File: config.mk
export PLATFORM = sky130hd
export DESIGN_NAME = mod_mult
export DESIGN_NICKNAME = d
export VERILOG_FILES = /design/src/ring_params_pkg.sv /design/src/mod_mult.sv
export SDC_FILE = /design/constraint.sdc
export NUM_CORES = 1
export LEC_CHECK = 0
export BUFFER_PORTS_ARGS = -buffer_cell sky130_fd_sc_hd__buf_2
export CAP_MARGIN = 10
export CORE_MARGIN = 5
export CORE_UTILIZATION = 60
export CTS_BUF_LIST = sky130_fd_sc_hd__clkbuf_2
export CTS_CLUSTER_DIAMETER = 60
export DETAILED_ROUTE_END_ITERATION = 8
export PLACE_DENSITY = 0.74
export SLEW_MARGIN = 30
export SYNTH_ARGS = -nofsm -noshare
export SYNTH_HDL_FRONTEND = slang
export SYNTH_SLANG_ARGS = --single-unit
export TNS_END_PERCENT = 5
File: constraint.sdc
create_clock -name clk -period 11 [get_ports clk]
set_clock_uncertainty 0.1 [all_clocks]
set_input_delay 3.3 -clock clk [delete_from_list [all_inputs] [get_ports clk]]
set_output_delay 3.3 -clock clk [all_outputs]
set_load 0.03 [all_outputs]
File: src/ring_params_pkg.sv
// ring parameters for the banked key multiplier
// polynomial layout over the coefficient banks, coefficient width,
// modulus 12289 with its barrett constants, block latencies
package ring_params_pkg;

    // polynomial layout
    localparam int RING_SIZE   = 64;                     // coefficients per polynomial
    localparam int PE_NUMBER   = 4;                      // processing elements
    localparam int BANK_COUNT  = 2 * PE_NUMBER;          // even and odd bank per pe
    localparam int BANK_DEPTH  = RING_SIZE / BANK_COUNT; // words per region
    localparam int INDEX_WIDTH = $clog2(BANK_DEPTH);

    // coefficient arithmetic
    localparam int COEF_WIDTH = 14;
    localparam int PROD_WIDTH = 2 * COEF_WIDTH;  // full integer product
    localparam int RING_Q     = 12289;

    // barrett reduction, shift covers the whole 28-bit product
    localparam int BARRETT_SHIFT  = 28;
    localparam int BARRETT_FACTOR = (1 << BARRETT_SHIFT) / RING_Q;  // 21843
    localparam int FACTOR_WIDTH   = $clog2(BARRETT_FACTOR + 1);     // 15 bits

    // cycles
    localparam int READ_LATENCY = 1;  // registered bank read
    localparam int MULT_LATENCY = 3;  // product, quotient, remainder stages

endpackage

File: src/mod_mult.sv
`timescale 1ns/1ns
// modular multiplier, operand times key mod RING_Q
// stage 1 integer product, stage 2 barrett quotient estimate,
// stage 3 remainder with a single correction step
module mod_mult
    import ring_params_pkg::*;
(
    input  logic                  clk,
    input  logic                  reset,
    input  logic [COEF_WIDTH-1:0] operand,
    input  logic [COEF_WIDTH-1:0] key,
    output logic [COEF_WIDTH-1:0] product
);

    logic [PROD_WIDTH-1:0]              prod_s1;  // integer product
    logic [PROD_WIDTH-1:0]              prod_s2;  // product, aligned with quotient
    logic [FACTOR_WIDTH-1:0]            quot_s2;  // quotient estimate
    logic [PROD_WIDTH+FACTOR_WIDTH-1:0] scaled;   // product times barrett factor
    logic [PROD_WIDTH-1:0]              rem_raw;  // below 2q
    logic [PROD_WIDTH-1:0]              rem_fix;  // below q

    // estimate never exceeds the true quotient and misses it by one at most
    assign scaled = {{FACTOR_WIDTH{1'b0}}, prod_s1}
                  * {{PROD_WIDTH{1'b0}}, FACTOR_WIDTH'(BARRETT_FACTOR)};

    assign rem_raw = prod_s2
                   - {{(PROD_WIDTH-FACTOR_WIDTH){1'b0}}, quot_s2} * PROD_WIDTH'(RING_Q);

    // one conditional subtract is enough
    always_comb begin
        if (rem_raw >= PROD_WIDTH'(RING_Q)) begin
            rem_fix = rem_raw - PROD_WIDTH'(RING_Q);
        end else begin
            rem_fix = rem_raw;
        end
    end

    always_ff @(posedge clk or posedge reset) begin
        if (reset) begin
            prod_s1 <= '0;
            prod_s2 <= '0;
            quot_s2 <= '0;
            product <= '0;
        end else begin
            prod_s1 <= {{COEF_WIDTH{1'b0}}, operand} * {{COEF_WIDTH{1'b0}}, key};  // stage 1
            prod_s2 <= prod_s1;                                                     // stage 2
            quot_s2 <= scaled[BARRETT_SHIFT +: FACTOR_WIDTH];
            product <= rem_fix[COEF_WIDTH-1:0];                                     // stage 3
        end
    end

    // any operand pair, even above q, leaves a reduced word
    assert property (@(posedge clk) disable iff (reset)
        !$past(reset) |-> product < COEF_WIDTH'(RING_Q))
        else $error("mod_mult product not reduced below the modulus");

endmodule

# Word-level counts from Yosys, hierarchy flattened

Index checks and enable logic that the tools add are counted.

Register bits: 85
Bits of input ports: 30
Output and inout bits: 14

Add/subtract/negate cells: 2
Multipliers: 3
Order comparisons: 1
Multiplexer cells: 1

Operators with widths:

| operator               | number |
|---|---|
| $mul 28x15->43 const B | 1 |
| $ge 28x14->1 const B   | 1 |
| $mul 14x14->28         | 1 |
| $mul 15x14->28 const B | 1 |
| $sub 28x28->28         | 1 |
| $mux 14                | 1 |
| $sub 14x14->14 const B | 1 |

# Logic depth before layout (Yosys ltp)

Depth in word-level cells: 4
Mapped depth: 25
Depth with buffers taken out: 24

# Worst setup path before layout

No wires, ideal clock.

Path type: in2reg
Start point: in operand[11]
End point: reg prod_s1[27]
Arrival time: 8.719 ns
Slack: 2.051 ns
Stages: 23
Path through: clkbuf_1 > nand2_1 > fa_1 > inv_1 > fa_1 > fa_1 > inv_1 > fa_1 > inv_1 > fa_1 > inv_1 > fa_1 > inv_1 > ha_1 > and3_1 > and3_1 > a32oi_1 > o31ai_1 > o21ai_0 > a31oi_1 > a41o_1 > a211oi_1 > xnor2_1

Word-level cells in the longest chain between the ends: 1

RTL lines:

| what                   | RTL line       | source |
|---|---|---|
| start: declaration     | mod_mult.sv:10 | `input logic [COEF_WIDTH-1:0] operand,` |
| $mul 14x14->28         | mod_mult.sv:45 | `prod_s1 <= {{COEF_WIDTH{1'b0}}, operand} * {{COEF_WIDTH{1'b0}}, key};` |
| end signal: assignment | mod_mult.sv:45 |  |
| end: declaration       | mod_mult.sv:15 | `logic [PROD_WIDTH-1:0] prod_s1;` |

No other way between the ends.

# Final worst setup path

Start point: in operand[11]
End point: reg prod_s1[23]

The elaborated chain is that of the path after synthesis.

==> impl_summary.txt <==
----------------------------------------------------
[Die]
  Overall die height ... 191 um
  Number of top-level design ports ... 44
  Die Area ... 0.0365 mm2
  Die width ... 191 um
  Cell row count ... 66
  Area inside the core boundary ... 0.0325 mm2
  Starting density of the core ... 60.5%

[Route]
  Number of remaining DRC errors ... 0
  Routed wire per std cell ... 15.4 um
  Overall via count from detail_route ... 13.6k
  Aggregate routed wire length ... 39.4 mm
  Number of iterations in the first detailed-routing pass ... 5
  Violation count after the first detailed-route iteration ... 555
  Post-detailed-route via-to-cell ratio ... 5.31
  Number of antenna-violating nets in the routed design ... 0

[Setup path]
  Kind of end point of the critical path ... register
  CP Data Arrival Time ... 9.30 ns
  Data required time at the worst endpoint ... 11.48 ns
  Peak fanout along the critical path ... 14
  Kind of start point of the critical path ... input pin
  WS Path Type ... input pin to register

[Cells and area]
  Area growth from synthesis to layout ... 4.12%
  Number of fillers in the final layout ... 2729
  Ratio of cells with drive above 1 in the final layout ... 3.55%
  Final net count ... 2846

[GRT]
  Total congestion overflow after global routing ... 0
  GR Util met3 ... 3.12%
  Pin count of the biggest net entering global routing ... 86
  Antenna violations before repair ... 1
  Overall global routing resource usage ... 23.5%
  Global routing's busiest layer ... met2
  Met1 track demand over resource ... 29.8%
  Met2 Resource Use GR ... 42.1%
  Number of global-route vias before repair ... 14.8k
  First-pass GRT wire length ... 69.5 mm

[Timing]
  Final cycle utilization of the critical path ... 80.2%
  Final worst path period need ... 8.82 ns
  Count of final setup violators ... 0
  Final hold violations ... 0
  RSZ-0062 raised after global routing ... no
  Maximum achievable frequency ... 0.113 GHz
  Max-Slew Margin vs Limit ... 35.0%
  Total negative slack ... 0 ns
  Count of final max-slew check failures ... 0
  Least-Margin Pin Slew ... 0.963 ns

[Synthesis]
  Unique cell type count in the Yosys netlist ... 68
  Share of flip-flops with an asynchronous set or reset after synthesis ... 100%
  Total nets after synthesis ... 2824
  Synthesized-area fraction occupied by and/or/nand/nor cells ... 9.90%
  Post-Synthesis Cell Area ... 0.0196 mm2
  Number of enable-type register cells in the synthesized netlist ... 0
  Mux contribution to synthesized area ... 0.0510%
  Total of flip-flops plus latches after synthesis ... 85
  Post-Synthesis Cells ... 2084
  Parity-gate share of the synthesized area counting xor and xnor cells ... 3.34%
  Number of synthesis warnings ... 0
  Commonest register cell after synthesis ... sky130_fd_sc_hd__dfrtp_1
  Synth Area in Compound Gates ... 7.71%
  Adder-cell share of the synthesized area ... 56.7%
  Average cell area after synthesis ... 9.42 um2
  Area share of the leading cell type in the synthesized netlist ... 30.5%
  Largest family of logic cells by synthesized area ... adder cells
  Cell taking the most area after synthesis ... sky130_fd_sc_hd__fa_1
  Top post-synthesis cells by area ... sky130_fd_sc_hd__fa_1 30%, sky130_fd_sc_hd__ha_1 26%, sky130_fd_sc_hd__inv_1 11%
  Portion of the post-synthesis area used by sequential elements ... 10.8%

[CTS]
  CTS buffer count ... 9
  Setup fix buffers added after clock tree synthesis ... 0
  Clock tree from TritonCTS ... yes
  Number of buffers on the longest clock path ... 2
  Number of gates resized after CTS ... 0
  CTS hold repair buffers ... 0
  Number of levels the H-tree was split into ... 3
  Clock tree sinks ... 85
  Skew-Pair Late Insertion Delay ... 0.64 ns
  Master cell of the clock root buffer ... sky130_fd_sc_hd__clkbuf_2
  Clk pin slew, worst setup/hold paths ... 0.27 ns

[Run]
  Number of max-capacitance violations reported ... 0

[Hold path]
  Worst min path class ... register to register

[Run status]
  Status ... finished clean

[Placed design]
  Number of buffers added on ports ... 43
  HPWL reported at the end of detailed placement ... 34.2 mm
  Last weighted congestion value of the routability-driven placer ... 0.925

----------------------------------------------------
-- sequential cells by signal, summed over array words and instances, names as in the netlist --
| signal | count |
|---|---|
| prod_s1 | 28 |
| prod_s2 | 28 |
| quot_s2 | 15 |
| product | 14 |
-- area by class of cell --
class | count | area [um2] | share of cell area [%]
flip-flops and latches | 85 | 2130 | 10.4
repair buffers | 44 | 226 | 1.11
clock inverters | 7 | 106 | 0.520
multi-input cells | 1399 | 15300 | 74.6
diodes | 1 | 2.50 | 0.0122
inverters | 567 | 2130 | 10.4
clock buffers | 9 | 45.0 | 0.220
well taps | 442 | 553 | 2.70
-- worst paths after layout --
| path | cells after the start | start | endpoint | slack (ns) |
|---|---|---|---|---|
| setup / recovery | 24 | operand[11] | prod_s1[23] | 2.18 |
| hold / removal | 0 | prod_s1[0] | prod_s2[0] | 0.52 |
| max in group asynchronous | 3 | reset | quot_s2[9] | 7.56 |
| min in group asynchronous | 3 | reset | product[8] | 2.66 |
| setup reg to reg | 20 | quot_s2[0] | product[5] | 4.40 |
| hold reg to reg | 0 | prod_s1[0] | prod_s2[0] | 0.52 |
-- placed cells by master, fill, tap and decap left out, drive strengths merged, types with 12 or more instances in the layout --
master,count
a211oi,13
inv,569
a21o,18
a21oi,60
nand2,152
fa,299
nor2,44
o21a,22
and2,103
ha,411
nand2b,12
nand3,20
dfrtp,85
xor2,20
xnor2,54
o21ai,40
buf,44
-- kinds of logic after synthesis --
group / count (synthesis)
adder cells (fa/ha/maj): 710
buffers and inverters: 600
AND/OR/NAND/NOR: 389
AO/OA/AOI/OAI: 225
flip-flops: 85
XOR/XNOR: 74
multiplexers: 1
-- worst max-delay path, stage by stage --
cell                      delay, ns
sky130_fd_sc_hd__buf_2         0.24
sky130_fd_sc_hd__nand2_1       0.13
sky130_fd_sc_hd__fa_1          0.55
sky130_fd_sc_hd__inv_1         0.05
sky130_fd_sc_hd__fa_1          0.46
sky130_fd_sc_hd__fa_1          0.52
sky130_fd_sc_hd__inv_1         0.06
sky130_fd_sc_hd__fa_1          0.54
sky130_fd_sc_hd__inv_1         0.05
sky130_fd_sc_hd__fa_1          0.49
sky130_fd_sc_hd__inv_1         0.05
sky130_fd_sc_hd__fa_1          0.47
sky130_fd_sc_hd__inv_1         0.04
sky130_fd_sc_hd__ha_1          0.32
sky130_fd_sc_hd__and3_1        0.23
sky130_fd_sc_hd__and3_1        0.18
sky130_fd_sc_hd__a32oi_1       0.17
sky130_fd_sc_hd__o31ai_1       0.13
sky130_fd_sc_hd__o21ai_0       0.33
sky130_fd_sc_hd__a31oi_1       0.24
sky130_fd_sc_hd__a41o_1        0.35
sky130_fd_sc_hd__o21a_1        0.18
sky130_fd_sc_hd__nor2_1        0.11
sky130_fd_sc_hd__xnor2_1       0.12
-- stage by stage --
step,setup slack (ns),utilization (%),std cells,cell area (um2),hold slack (ns)
2_1_floorplan,2.05,-,2084,19600,0.349
3_3_place_gp,1.67,62.5,2537,20300,0.471
3_5_place_dp,1.52,62.5,2537,20300,0.475
4_1_cts,2.25,63.0,2553,20400,0.508
5_1_grt,1.90,63.0,2554,20400,0.524
6_report,2.18,63.0,2554,20400,0.521
-- Yosys cell counts, types with 4 or more instances --
cell                        number
sky130_fd_sc_hd__a31oi_1         4
sky130_fd_sc_hd__o31ai_1         7
sky130_fd_sc_hd__nor3_1         10
sky130_fd_sc_hd__a41oi_1         4
sky130_fd_sc_hd__ha_1          411
sky130_fd_sc_hd__xnor2_1        54
sky130_fd_sc_hd__a21oi_1        60
sky130_fd_sc_hd__dfrtp_1        85
sky130_fd_sc_hd__nand4_1         6
sky130_fd_sc_hd__o31a_1          4
sky130_fd_sc_hd__or3_1           6
sky130_fd_sc_hd__nand2b_1       12
sky130_fd_sc_hd__nor2_1         44
sky130_fd_sc_hd__and3_1         10
sky130_fd_sc_hd__clkbuf_1       31
sky130_fd_sc_hd__o21ai_0        36
sky130_fd_sc_hd__inv_1         567
sky130_fd_sc_hd__o211ai_1        5
sky130_fd_sc_hd__o21bai_1        5
sky130_fd_sc_hd__a2111oi_0       4
sky130_fd_sc_hd__nand2_1       150
sky130_fd_sc_hd__nor2b_1         7
sky130_fd_sc_hd__a21o_1         18
sky130_fd_sc_hd__xor2_1         19
sky130_fd_sc_hd__a211o_1         4
sky130_fd_sc_hd__o21ai_1         4
sky130_fd_sc_hd__nand3_1        20
sky130_fd_sc_hd__and2_1        103
sky130_fd_sc_hd__o21a_1         22
sky130_fd_sc_hd__fa_1          299
sky130_fd_sc_hd__a211oi_1       13
sky130_fd_sc_hd__a21boi_0        4
-- metal layers --
| metal | share of wire [%] | vias up |
|---|---|---|
| met5 | 0 | - |
| met4 | 2.9 | 0 |
| met3 | 4.6 | 70 |
| met2 | 50 | 314 |
| met1 | 42 | 6620 |
| li1 | - | 6554 |
Power is left out: the tool's default activity adds up to more than one toggle a clock period on the data nets, which glitch-free logic cannot reach.
