$ cat config.mk
export PLATFORM = sky130hd
export DESIGN_NAME = coef_bank
export DESIGN_NICKNAME = d
export VERILOG_FILES = /design/src/ring_params_pkg.sv /design/src/core_ctrl_pkg.sv /design/src/coef_bank.sv
export SDC_FILE = /design/constraint.sdc
export NUM_CORES = 1
export LEC_CHECK = 0
export ABC_AREA = 1
export BUFFER_PORTS_ARGS = -buffer_cell sky130_fd_sc_hd__clkbuf_2
export CAP_MARGIN = 25
export CORE_MARGIN = 2
export CORE_UTILIZATION = 60
export CTS_BUF_LIST = sky130_fd_sc_hd__clkbuf_8
export DETAILED_ROUTE_END_ITERATION = 7
export PLACE_DENSITY = 0.76
export SYNTH_ARGS = -nofsm -noshare
export SYNTH_HDL_FRONTEND = slang
export SYNTH_SLANG_ARGS = --single-unit
$ cat constraint.sdc
create_clock -name clk -period 2.1 [get_ports clk]
set_input_delay 0.21 -clock clk [delete_from_list [all_inputs] [get_ports clk]]
set_output_delay 0.21 -clock clk [all_outputs]
set_load 0.02 [all_outputs]
$ cat src/ring_params_pkg.sv
// ring parameters for the banked key multiplier
// polynomial layout over the coefficient banks, coefficient width,
// modulus 12289 with its barrett constants, block latencies
package ring_params_pkg;

    // polynomial layout
    localparam int RING_SIZE   = 64;                     // coefficients per polynomial
    localparam int PE_NUMBER   = 4;                      // processing elements
    localparam int BANK_COUNT  = 2 * PE_NUMBER;          // even and odd bank per pe
    localparam int BANK_DEPTH  = RING_SIZE / BANK_COUNT; // words per region
    localparam int INDEX_WIDTH = $clog2(BANK_DEPTH);

    // coefficient arithmetic
    localparam int COEF_WIDTH = 14;
    localparam int PROD_WIDTH = 2 * COEF_WIDTH;  // full integer product
    localparam int RING_Q     = 12289;

    // barrett reduction, shift covers the whole 28-bit product
    localparam int BARRETT_SHIFT  = 28;
    localparam int BARRETT_FACTOR = (1 << BARRETT_SHIFT) / RING_Q;  // 21843
    localparam int FACTOR_WIDTH   = $clog2(BARRETT_FACTOR + 1);     // 15 bits

    // cycles
    localparam int READ_LATENCY = 1;  // registered bank read
    localparam int MULT_LATENCY = 3;  // product, quotient, remainder stages

endpackage

$ cat src/core_ctrl_pkg.sv
// controller types for the banked key multiplier
// state encoding, bank address word and its region codes, sequence lengths
package core_ctrl_pkg;

    typedef enum logic [1:0] {
        ST_IDLE,
        ST_LOAD,
        ST_MULT,
        ST_DRAIN
    } ctrl_state_t;

    localparam int REGION_WIDTH = 2;
    localparam int ADDR_WIDTH   = REGION_WIDTH + ring_params_pkg::INDEX_WIDTH;

    localparam logic [REGION_WIDTH-1:0] REGION_INPUT  = 2'b00;  // loaded coefficients
    localparam logic [REGION_WIDTH-1:0] REGION_RESULT = 2'b10;  // key products

    // one address word, indexed flat by the memory, built by fields in the controller
    typedef union packed {
        logic [ADDR_WIDTH-1:0] flat;
        struct packed {
            logic [REGION_WIDTH-1:0]                  region;
            logic [ring_params_pkg::INDEX_WIDTH-1:0] index;
        } field;
    } bank_addr_t;

    // sequence lengths in cycles
    localparam int LOAD_CYCLES  = ring_params_pkg::BANK_DEPTH;
    localparam int READ_CYCLES  = 2 * ring_params_pkg::BANK_DEPTH;  // even banks then odd
    localparam int WRITE_DELAY  = ring_params_pkg::READ_LATENCY + ring_params_pkg::MULT_LATENCY;
    localparam int MULT_CYCLES  = READ_CYCLES + WRITE_DELAY;
    localparam int DRAIN_CYCLES = ring_params_pkg::BANK_DEPTH + 1;  // one extra for read latency
    localparam int CNT_WIDTH    = $clog2(MULT_CYCLES);

endpackage

$ cat src/coef_bank.sv
`timescale 1ns/1ns
// coefficient bank, simple dual-port memory
// one write port, one read port with registered output
// input region and result region share the word space
module coef_bank
    import ring_params_pkg::*;
    import core_ctrl_pkg::*;
(
    input  logic                  clk,
    input  logic                  write_en,
    input  bank_addr_t            write_addr,
    input  logic [COEF_WIDTH-1:0] write_data,
    input  bank_addr_t            read_addr,
    output logic [COEF_WIDTH-1:0] read_data
);

    // full address space, only two regions ever touched
    logic [COEF_WIDTH-1:0] mem [2**ADDR_WIDTH];

    // write port
    always_ff @(posedge clk) begin
        if (write_en) begin
            mem[write_addr.flat] <= write_data;
        end
    end

    // read port, data one cycle after the address
    always_ff @(posedge clk) begin
        read_data <= mem[read_addr.flat];
    end

endmodule

; After elaboration in Yosys (flattened, before gate mapping)
; Memory sizes are Yosys's and may differ from the RTL's. A register that Yosys moved wholly into a read port is not among the register bits.
; Index checks and enable logic that the tools add are counted.
[word_totals]
register_bits = 0
ramBits = 448
input_bits = 26
output_inout_bits = 14
wordCells = 3
mem_count = 1
[classes]
muxes = 2
[memory_table]
columns = name, words, word_bits, read_ports, rd_ports_with_merged_regs, wr, line_no
row1 = mem, 32, 14, 1, 1, 1, coef_bank.sv:18  ; logic [COEF_WIDTH-1:0] mem [2**ADDR_WIDTH];
[ops]
columns = op, count
row1 = $mux 1, 2

; Depth between registers and ports, before layout
; Gate-level depths: netlist of run 1.
[logic_depth]
depth_word = 2
mapped_depth = 12

; Least setup slack after synthesis of run 1
; OpenSTA, ideal clock, no wires.
[synth_path]
path_kind = input-to-reg
startpoint = in write_addr[0] (netlist name)
endpoint = mem mem[0][0] (enable)
path_buffers = 0
t_arrival_ns = 1.122
cell_stages = 3
setup_time_ns = 0.384
setup_slack_ns = 0.594
path_cell_list = inv_1 > nand3_1 > nor2_1
[synth_rtl]
columns = element, line_no
row1 = from (decl), coef_bank.sv:11  ; input bank_addr_t write_addr,
row2 = to (decl), coef_bank.sv:18
; Straight into the memory's write port.

; Final worst setup path of run 1
[layout_path]
startpoint = reg read_data[3] (read register of mem)
endpoint = out read_data[3]
[layout_rtl]
columns = element, line_no
row1 = from (decl), coef_bank.sv:14  ; output logic [COEF_WIDTH-1:0] read_data
; No word-level cell between the ends.

==> results of run 1 <==
## worst register-to-register path: cells and delay by family, from the launching register on
family / cells / cell delay [ps]
AND/OR/NAND/NOR: 8 / 800
flip-flops: 1 / 370
## worst max-delay path by stage
stage                        startpoint      endpoint  slack (ps)  cells after the start
after floorplan           write_addr[0]     mem[0][0]         590                      3
after global placement     read_addr[0]  read_data[8]         290                     11
after detailed placement   read_addr[0]  read_data[8]         240                     11
after CTS                  read_data[1]  read_data[1]         600                      1
after global routing       read_data[1]  read_data[1]         600                      1
final                      read_data[3]  read_data[3]         650                      1
## report_power, final
part	internal [mW]	switching [mW]	leakage, nW
combinational	0.318	0.927	2.87
sequential	10.3	0.0533	4.15
clock	3.47	3.48	0.757
total	14.0	4.46	7.78
## sequential cells by signal, indices dropped and copies added, names as in the netlist
signal and cells:
mem 448, read_data 14
## cell type report
class                   instances  area [um^2]
clock buffers                  78         1070
clock inverters                53          262
fillers                      2199        10000
inverters                      10         45.0
multi-input cells            1010         4230
flip-flops and latches        462        13700
well taps                     396          495
repair buffers                 97          739
## layer usage
layer | track usage [%] | part of all wire (%) | up-vias
li1 | - | - | 5647
met1 | 40.9 | 39 | 5953
met2 | 44.4 | 47 | 735
met3 | 4.95 | 11 | 91
met4 | 10.5 | 2.9 | 0
met5 | 0 | 0 | -
## kinds of logic (layout without fill, tap and decap cells)
| family | count (synthesis) | count (layout) | synth area share, % |
|---|---|---|---|
| and+or+nand+nor | 1010 | 1010 | 22.7 |
| DFF | 462 | 462 | 73.8 |
| buffers and inverters | 103 | 238 | 3.43 |
## synth_stat cells
library cell and n:
nor2_1 32, buf_2 43, dfxtp_1 14, buf_1 6, buf_12 1, nand3_1 348
clkbuf_1 11, edfxtp_1 448, inv_1 7, inv_2 2, buf_4 17, inv_6 1
buf_6 15, nand2_1 630
## per-stage QoR
| step | setup WS (ps) | cell area (um^2) | hold slack (ps) | utilization, % | cells |
|---|---|---|---|---|---|
| 2_1_floorplan | 594 | 18600 | 309 | - | 1575 |
| 3_3_place_gp | 286 | 19200 | 625 | 62.9 | 1975 |
| 3_5_place_dp | 244 | 19200 | 628 | 62.9 | 1975 |
| 4_1_cts | 603 | 20600 | 43.5 | 67.3 | 2106 |
| 5_1_grt | 600 | 20600 | 62.1 | 67.3 | 2106 |
| 6_report | 646 | 20600 | 70.3 | 67.3 | 2106 |
==> reports/metrics.cfg, run 1 <==
[setup_path]
cpMaxStageDelayCell = dfxtp_1
critPathArrivalTime_ps = 1240
crit_type = register to output pin
path_delay_family = flip-flops
r2r_slack_ps = 810
startpoint_type = register
worstSetupEndpointType = output pin
max_stage_delay_ps = 430
cp_max_fo = 1
crit_required_ps = 1890
r2r-start = mem[1][8]
reg2reg_depth = 8
crit_chain = clkbuf_2
r2r-end = read_data[8]
cp_num_buf_inv = 1

[die]
fp.dieW_um = 180
coreArea_um2 = 30600
core.rowCount = 64
pin_count = 40
start_util_pct = 60.8
die_h_um = 180
die_area_um2 = 32400

[sta]
slew_violations = 0
max_freq_mhz = 688
tns_ps = 0
tightest_slew_ps = 906
hold_violations = 0
clock_skew_ps = 30.5
rsz0062_at_grt = no
slew_headroom_pct = 39.6
min_period_over_period_pct = 69.2
period_needed_ps = 1450
setup_viol = 0

[synth]
ys_types = 14
syn_area_per_cell_um2 = 11.8
synth_seq_cells = 462
synthTopCellsByArea = edfxtp_1 72%, nand2_1 13%, nand3_1 9.4%, dfxtp_1 1.5%, buf_2 1.2%
synth_top_area_share_pct = 72.3
synth_top_cell_by_area = edfxtp_1
syn-num-nets = 1601
netlist_instances = 1575
synth_warnings = 0
syn_area_um2 = 18600
yosysSeqAreaShare_pct = 73.8

[min_path]
min_from = read_addr[4]
min_path_type = input pin to register
worstHoldEndpoint = read_data[12]
hold_depth = 4

[place]
place_hpwl_um = 25900
place.gp.congestion = 0.847
io_buffer_count = 39

[cts]
cts_root_buf = clkbuf_8
cts_buffer_depth = 3
postCtsSetupBuffers = 0
clkLatencyLatePin_ps = 620
post_cts_resize_count = 0
cts_tree = yes
htree_num_levels = 3
cts_buffers = 73
post_cts_hold_buffer_count = 0
clock-sinks = 462
clk_pin_slew_ps = 60

[grt]
grt-ovfl-total = 0
antenna_found_initial = 0
grt_pass1_wl_um = 69900
grt_pass1_vias = 12141
grt_max_degree = 114
grt_use_total_pct = 28.4

[power]
peakVddDrop_mv = 0.578
power.density_nw_per_um2 = 899
totalPowerFinal_mw = 18.5
leakagePower_nw = 7.78

[drt]
wire_per_inst_um = 21.5
ant_nets = 0
drt_pass1_iterations = 6
routed_wl_um = 45400
drc = 0
viasPerCell = 5.90
initialDrtViolationCount = 1961
num_vias = 12426

[layout]
layout.nets = 1680
syn2layout_area_growth_pct = 10.6
final_cell_mix = 630 x nand2_1, 448 x edfxtp_1, 348 x nand3_1, 78 x clkbuf_8, 51 x buf_4
num_antenna_cells = 0
drive_above_1_share_pct = 11.3
layout_commonest_cell = nand2_1

[run_status]
outcome = finished clean

[flow_run]
maxCapViolations = 0

(Power assumes the default switching activity.)
==> run 2: changes to the inputs <==
==> constraint.sdc (replaced) <==
create_clock -name clk -period 1.4 [get_ports clk]
set_input_delay 0.14 -clock clk [delete_from_list [all_inputs] [get_ports clk]]
set_output_delay 0.14 -clock clk [all_outputs]
set_load 0.02 [all_outputs]
==> run 2 against run 1 <==
Count of clock-buffer cells in the layout is 1 higher; routed wire length is 2.7% higher; via count is 2.6% higher; clock skew is 8.6 ps lower; non-clock buffer count is 83 higher; sequential power is 50% higher; worst setup slack worse by 590 ps; critical path type unchanged; final cell count is 3.8% higher; global-route usage is 0.71 points higher; critical path depth stayed put; hold slack worse by 35 ps.
==> reports/metrics.cfg, run 2 (synthesis gave the netlist of run 1 again) <==
[drt]
num_vias = 12745
drt_pass1_iterations = 5
initialDrtViolationCount = 1591
ant_nets = 0
viasPerCell = 5.83
drc = 0
routed_wl_um = 46600
wire_per_inst_um = 21.3

[layout]
seq_area_um2 = 13700
layout.nets = 1763
fillers = 2039
syn2layout_area_growth_pct = 17.5
multi_input_area_um2 = 4230
largest_reg_flops = 448
layout_commonest_cell = nand2_1
drive_above_1_share_pct = 14.8
num_antenna_cells = 0
top_register = mem
final_cell_mix = 630 x nand2_1, 448 x edfxtp_1, 348 x nand3_1, 79 x clkbuf_8, 73 x buf_4
fin_cells = 2187
largestRegisters = mem: 448 flops, read_data: 14 flops

[grt]
grt_pass1_vias = 12590
grt-ovfl-total = 0
grt_use_total_pct = 29.1
antenna_found_initial = 1
grt_pass1_wl_um = 71300
grt_max_degree = 47

[place]
io_buffer_count = 39
place_hpwl_um = 28500
dp.cells = 2047
place.gp.congestion = 0.858

[sta]
hold_violations = 0
rsz0062_at_grt = no
slew_headroom_pct = 64.8
max_freq_mhz = 742
slew_violations = 0
setup_viol = 0
tightest_slew_ps = 528
hold_ws_ps = 35.0
min_period_over_period_pct = 96.2
clock_skew_ps = 21.9
period_needed_ps = 1350

[setup_path]
cp_max_fo = 1
r2r_slack_ps = 120
path_delay_family = flip-flops
worstSetupEndpointType = output pin
r2r-end = read_data[8]
reg2reg_depth = 8
crit_chain = clkbuf_2
startpoint_type = register
crit_required_ps = 1260
critPathArrivalTime_ps = 1210
crit_type = register to output pin
r2r-start = mem[5][8]
cpMaxStageDelayCell = dfxtp_1
cp_num_buf_inv = 1
max_stage_delay_ps = 410

[run_status]
outcome = finished clean

[min_path]
hold_depth = 1
min_from = write_data[8]
worstHoldEndpoint = mem[10][8]
min_path_type = input pin to register

[cts]
cts_tree = yes
clkLatencyLatePin_ps = 600
clk_pin_slew_ps = 60
htree_num_levels = 3
clock-sinks = 462
cts_root_buf = clkbuf_8
cts_buffer_depth = 3
postCtsSetupBuffers = 0
cts_buffers = 73

[die]
coreArea_um2 = 30600
start_util_pct = 60.8
fp.dieW_um = 180
die_h_um = 180
pin_count = 40
core.rowCount = 64
die_area_um2 = 32400

[power]
totalPowerFinal_mw = 28.1
leakagePower_nw = 8.37
peakVddDrop_mv = 0.895
power.density_nw_per_um2 = 1290

[flow_run]
maxCapViolations = 0

run 2: cell type report:
type / count / area share [%]
Clock buffer: 79 / 4.98
Inverter: 10 / 0.206
Clock inverter: 50 / 1.14
Multi-Input combinational cell: 1010 / 19.3
Sequential cell: 462 / 62.8
Tap cell: 396 / 2.27
Timing Repair Buffer: 180 / 9.22
run 2: through the flow:
stage / worst slack (ps) / utilization (%) / cell area [um^2] / TNS (ps)
4_1_cts: 29.1 / 71.4 / 21900 / 0
3_3_place_gp: -108 / 66.7 / 20400 / -652
6_report: 52.6 / 71.4 / 21900 / 0
2_1_floorplan: -36.1 / - / 18600 / -9600
5_1_grt: 9.38 / 71.4 / 21900 / 0
3_5_place_dp: -159 / 66.7 / 20400 / -1030
run 2: how the worst max path moves through the flow:
stage | from | end | slack, ps | cells past startpoint
global placement | read_addr[1] | read_data[5] | -110 | 11
finish | read_data[7] | read_data[7] | 50 | 1
CTS | read_data[7] | read_data[7] | 30 | 1
detailed placement | read_addr[1] | read_data[5] | -160 | 11
global route | read_data[3] | read_data[3] | 9 | 1
floorplan | write_addr[0] | mem[0][0] | -40 | 3
run 2: repair_timing:
| action | in CTS | in global routing |
|---|---|---|
| endpoints found under the setup margin | 1 | 1 |
| hold buffers | 11 | 0 |
| endpoints found under the hold margin | 231 | 0 |
| resized for setup | 1 | 1 |
run 2: per-layer routing:
| layer | track usage [%] | part of all wire [%] | up-vias |
|---|---|---|---|
| met3 | 6.08 | 11 | 128 |
| met2 | 45.7 | 48 | 743 |
| met1 | 40.2 | 38 | 6053 |
| li1 | - | - | 5819 |
| met4 | 12.4 | 3.8 | 2 |
| met5 | 0.593 | 0.026 | - |
run 2: power breakdown:
part           leakage [nW]  internal (mW)  switching [mW]
combinational          3.45          0.738            1.48
clock                 0.762           5.40            5.05
sequential             4.15           15.4          0.0745
==> run 3: changes to the inputs <==
--- a/config.mk
+++ b/config.mk
@@ -5,8 +5,7 @@
 export SDC_FILE = /design/constraint.sdc
 export NUM_CORES = 1
 export LEC_CHECK = 0
-export ABC_AREA = 1
-export BUFFER_PORTS_ARGS = -buffer_cell sky130_fd_sc_hd__clkbuf_2
+export BUFFER_PORTS_ARGS = -buffer_cell sky130_fd_sc_hd__buf_2
 export CAP_MARGIN = 25
 export CORE_MARGIN = 2
 export CORE_UTILIZATION = 60
==> run 3 against run 2 <==
Worst setup slack lost 47 ps; critical path type is now register to register; maximum frequency is 3.3% lower; total power is 2.8% lower; largest cell class unchanged; clock power down 5%; non-clock buffer count rose by 22; register-to-register slack worse by 110 ps; count of clock-buffer cells in the layout is 6 lower; core utilization is 1.8 points higher; critical path depth up 5; routed wire length down 11%.
==> reports/metrics.cfg, run 3 <==
[grt]
busiest_layer = met2
grt_use_total_pct = 26.9
use_met3_pct = 5.07
grt_pass1_wl_um = 61300
grt_max_degree = 33
grt-ovfl-total = 0
grtUsageMet1_pct = 37.0
antenna_found_initial = 0
grt_pass1_vias = 10336
grtUsageMet2_pct = 42.1

[layout]
syn2layout_area_growth_pct = 20.5
final_cell_mix = 448 x edfxtp_1, 224 x mux2i_1, 94 x buf_4, 73 x clkbuf_8, 56 x a22oi_1
fin_cells = 1664
largestRegisters = mem: 448 flops, read_data: 14 flops
drive_above_1_share_pct = 24.6
layout.nets = 1249
layout_commonest_cell = edfxtp_1
fillers = 1748
top_register = mem
largest_reg_flops = 448
num_antenna_cells = 0

[synth]
synth_async_sr_flop_share_pct = 0
synth_fa_ha_area_share_pct = 0
ys_types = 26
syn_area_per_cell_um2 = 17.9
syn_area_um2 = 18000
synth_seq_cells = 462
yosys.area_share.simple_pct = 3.62
synth_top_area_share_pct = 74.7
synth-main-ff-cell = edfxtp_1
synth-xor-area-share_pct = 0
yosysSeqAreaShare_pct = 76.2
synth_top_cell_by_area = edfxtp_1
synth-compound-area-share_pct = 4.96
netlist_instances = 1006
synth_warnings = 0
synth_top_family_by_area = multiplexers
yosysMostFrequentCell = edfxtp_1
synth_common_cells = 448 x edfxtp_1, 224 x mux2i_1, 56 x a22oi_1
syn-num-nets = 1032
synthMuxAreaShare_pct = 12.4
synthTopCellsByArea = edfxtp_1 75%, mux2i_1 12%, a22oi_1 2.3%, dfxtp_1 1.6%, a22o_1 1.4%
synth_edf_count = 448

[run_status]
outcome = finished clean

[power]
power.clock.fraction_pct = 36.0
intPower_mw = 21.1
p_sw_mw = 6.23
leakagePower_nw = 7.90
p_comb_share_pct = 7.5
power.density_nw_per_um2 = 1260
switching_share_pct = 22.8
p_seq_share_pct = 56.5
peakVddDrop_mv = 0.979

[die]
die_area_um2 = 31400
pin_count = 40
die_h_um = 177
start_util_pct = 60.8
core.rowCount = 63
fp.dieW_um = 177
coreArea_um2 = 29600

[drt]
drt_pass1_iterations = 7
initialDrtViolationCount = 1055
wire_per_inst_um = 24.9
drc = 0
num_vias = 10184
viasPerCell = 6.12
ant_nets = 0
routed_wl_um = 41400

[sta]
slew_violations = 0
setup_viol = 0
tightest_slew_ps = 517
max_freq_mhz = 717
hold_violations = 0
min_period_over_period_pct = 99.6
clock_skew_ps = 34.9
rsz0062_at_grt = yes
hold_ws_ps = 120
period_needed_ps = 1390
slew_headroom_pct = 65.3

[setup_path]
critPathArrivalTime_ps = 1860
cpMaxStageDelayCell = edfxtp_1
r2r_slack_ps = 6
reg2reg_depth = 6
crit_chain = mux2i_1, a22o_1, nor3_1, buf_4, a31oi_2, nand3_1
cp_max_fo = 1
crit_type = register to register
r2r-start = mem[6][5]
worstSetupEndpointType = register
crit_required_ps = 1860
crit_start = mem[6][5]
max_stage_delay_ps = 370
startpoint_type = register

[min_path]
min_from = read_addr[3]
min_path_type = input pin to register
hold_depth = 4

[place]
io_buffer_count = 39
dp.cells = 1529
place.gp.congestion = 0.912
place_hpwl_um = 26500

[flow_run]
maxCapViolations = 0

[cts]
clk_pin_slew_ps = 60
cts_buffer_depth = 3
clock-sinks = 462
postCtsSetupBuffers = 0
clkLatencyLatePin_ps = 610
cts_buffers = 71
htree_num_levels = 3
cts_tree = yes
cts_root_buf = clkbuf_8

==> run 3: changes by cell type after synthesis, sizes merged, moves of 3 or more <==
cell and delta:
a31oi +14, a22oi +56, a21oi +28, buf -33, nand3b +5, nand2 -601
nand4 +14, or3b +3, inv -10, a22o +28, nand3 -318, nor3 +14
mux2i +224
==> run 3: path summary, 6_finish.rpt <==
path                  endpoint
hold reg to reg   read_data[9]
setup reg to reg  read_data[5]
setup / recovery  read_data[5]
hold / removal    read_data[1]
==> run 3: critical path: cells and delay by family (launching register included) <==
kind,cells,cell delay (ps)
flops,1,370
compound gates,2,360
buf+inv,1,160
simple gates,2,200
mux,1,200
==> run 3: final cells by class <==
| type | instances | area, um^2 | share of cell area, % |
|---|---|---|---|
| Tap cell | 390 | 488 | 2.25 |
| Multi-Input combinational cell | 486 | 4100 | 18.9 |
| Timing Repair Buffer | 202 | 2150 | 9.91 |
| Sequential cell | 462 | 13700 | 63.3 |
| Clock inverter | 51 | 234 | 1.08 |
| Clock buffer | 73 | 1000 | 4.63 |
==> run 3: routing by layer <==
layer	vias to the layer above	share of wire, %
li1	4462	-
met4	0	4.4
met2	522	47
met3	109	8.4
met1	5091	40
met5	-	0
==> run 3: what timing repair did <==
item,CTS,global route
gates resized for setup,12,15
gates cloned,0,0
endpoints found under the hold margin,324,0
endpoints found under the setup margin,7,11
pin swaps,0,9
hold buffers,14,0
==> run 3: cell families (layout without fill, tap and decap cells) <==
group / Yosys count / in the layout
simple gates: 136 / 136
compound gates: 126 / 126
mux: 224 / 224
buf+inv: 58 / 326
flops: 462 / 462
==> run 3: per-stage QoR <==
step           utilization [%]  setup WS, ps  cell area (um^2)  power, mW  setup TNS [ps]
2_1_floorplan                -          -219             18100       16.7          -35180
3_3_place_gp              68.0          -546             20200       17.6          -24850
3_5_place_dp              68.0          -550             20200       17.7          -32060
4_1_cts                   73.0          5.32             21600       27.4               0
5_1_grt                   73.2         -50.7             21700       28.2           -50.7
6_report                  73.2          5.89             21700       27.3               0
==> run 3: power groups by stage <==
stage	sequential, mW	clock, mW	combinational, mW
6_report	15.4	9.83	2.05
3_3_place_gp	15.7	0	1.88
5_1_grt	15.4	10.6	2.15
2_1_floorplan	15.8	0	0.892
3_5_place_dp	15.7	0	1.93
4_1_cts	15.4	9.94	1.99
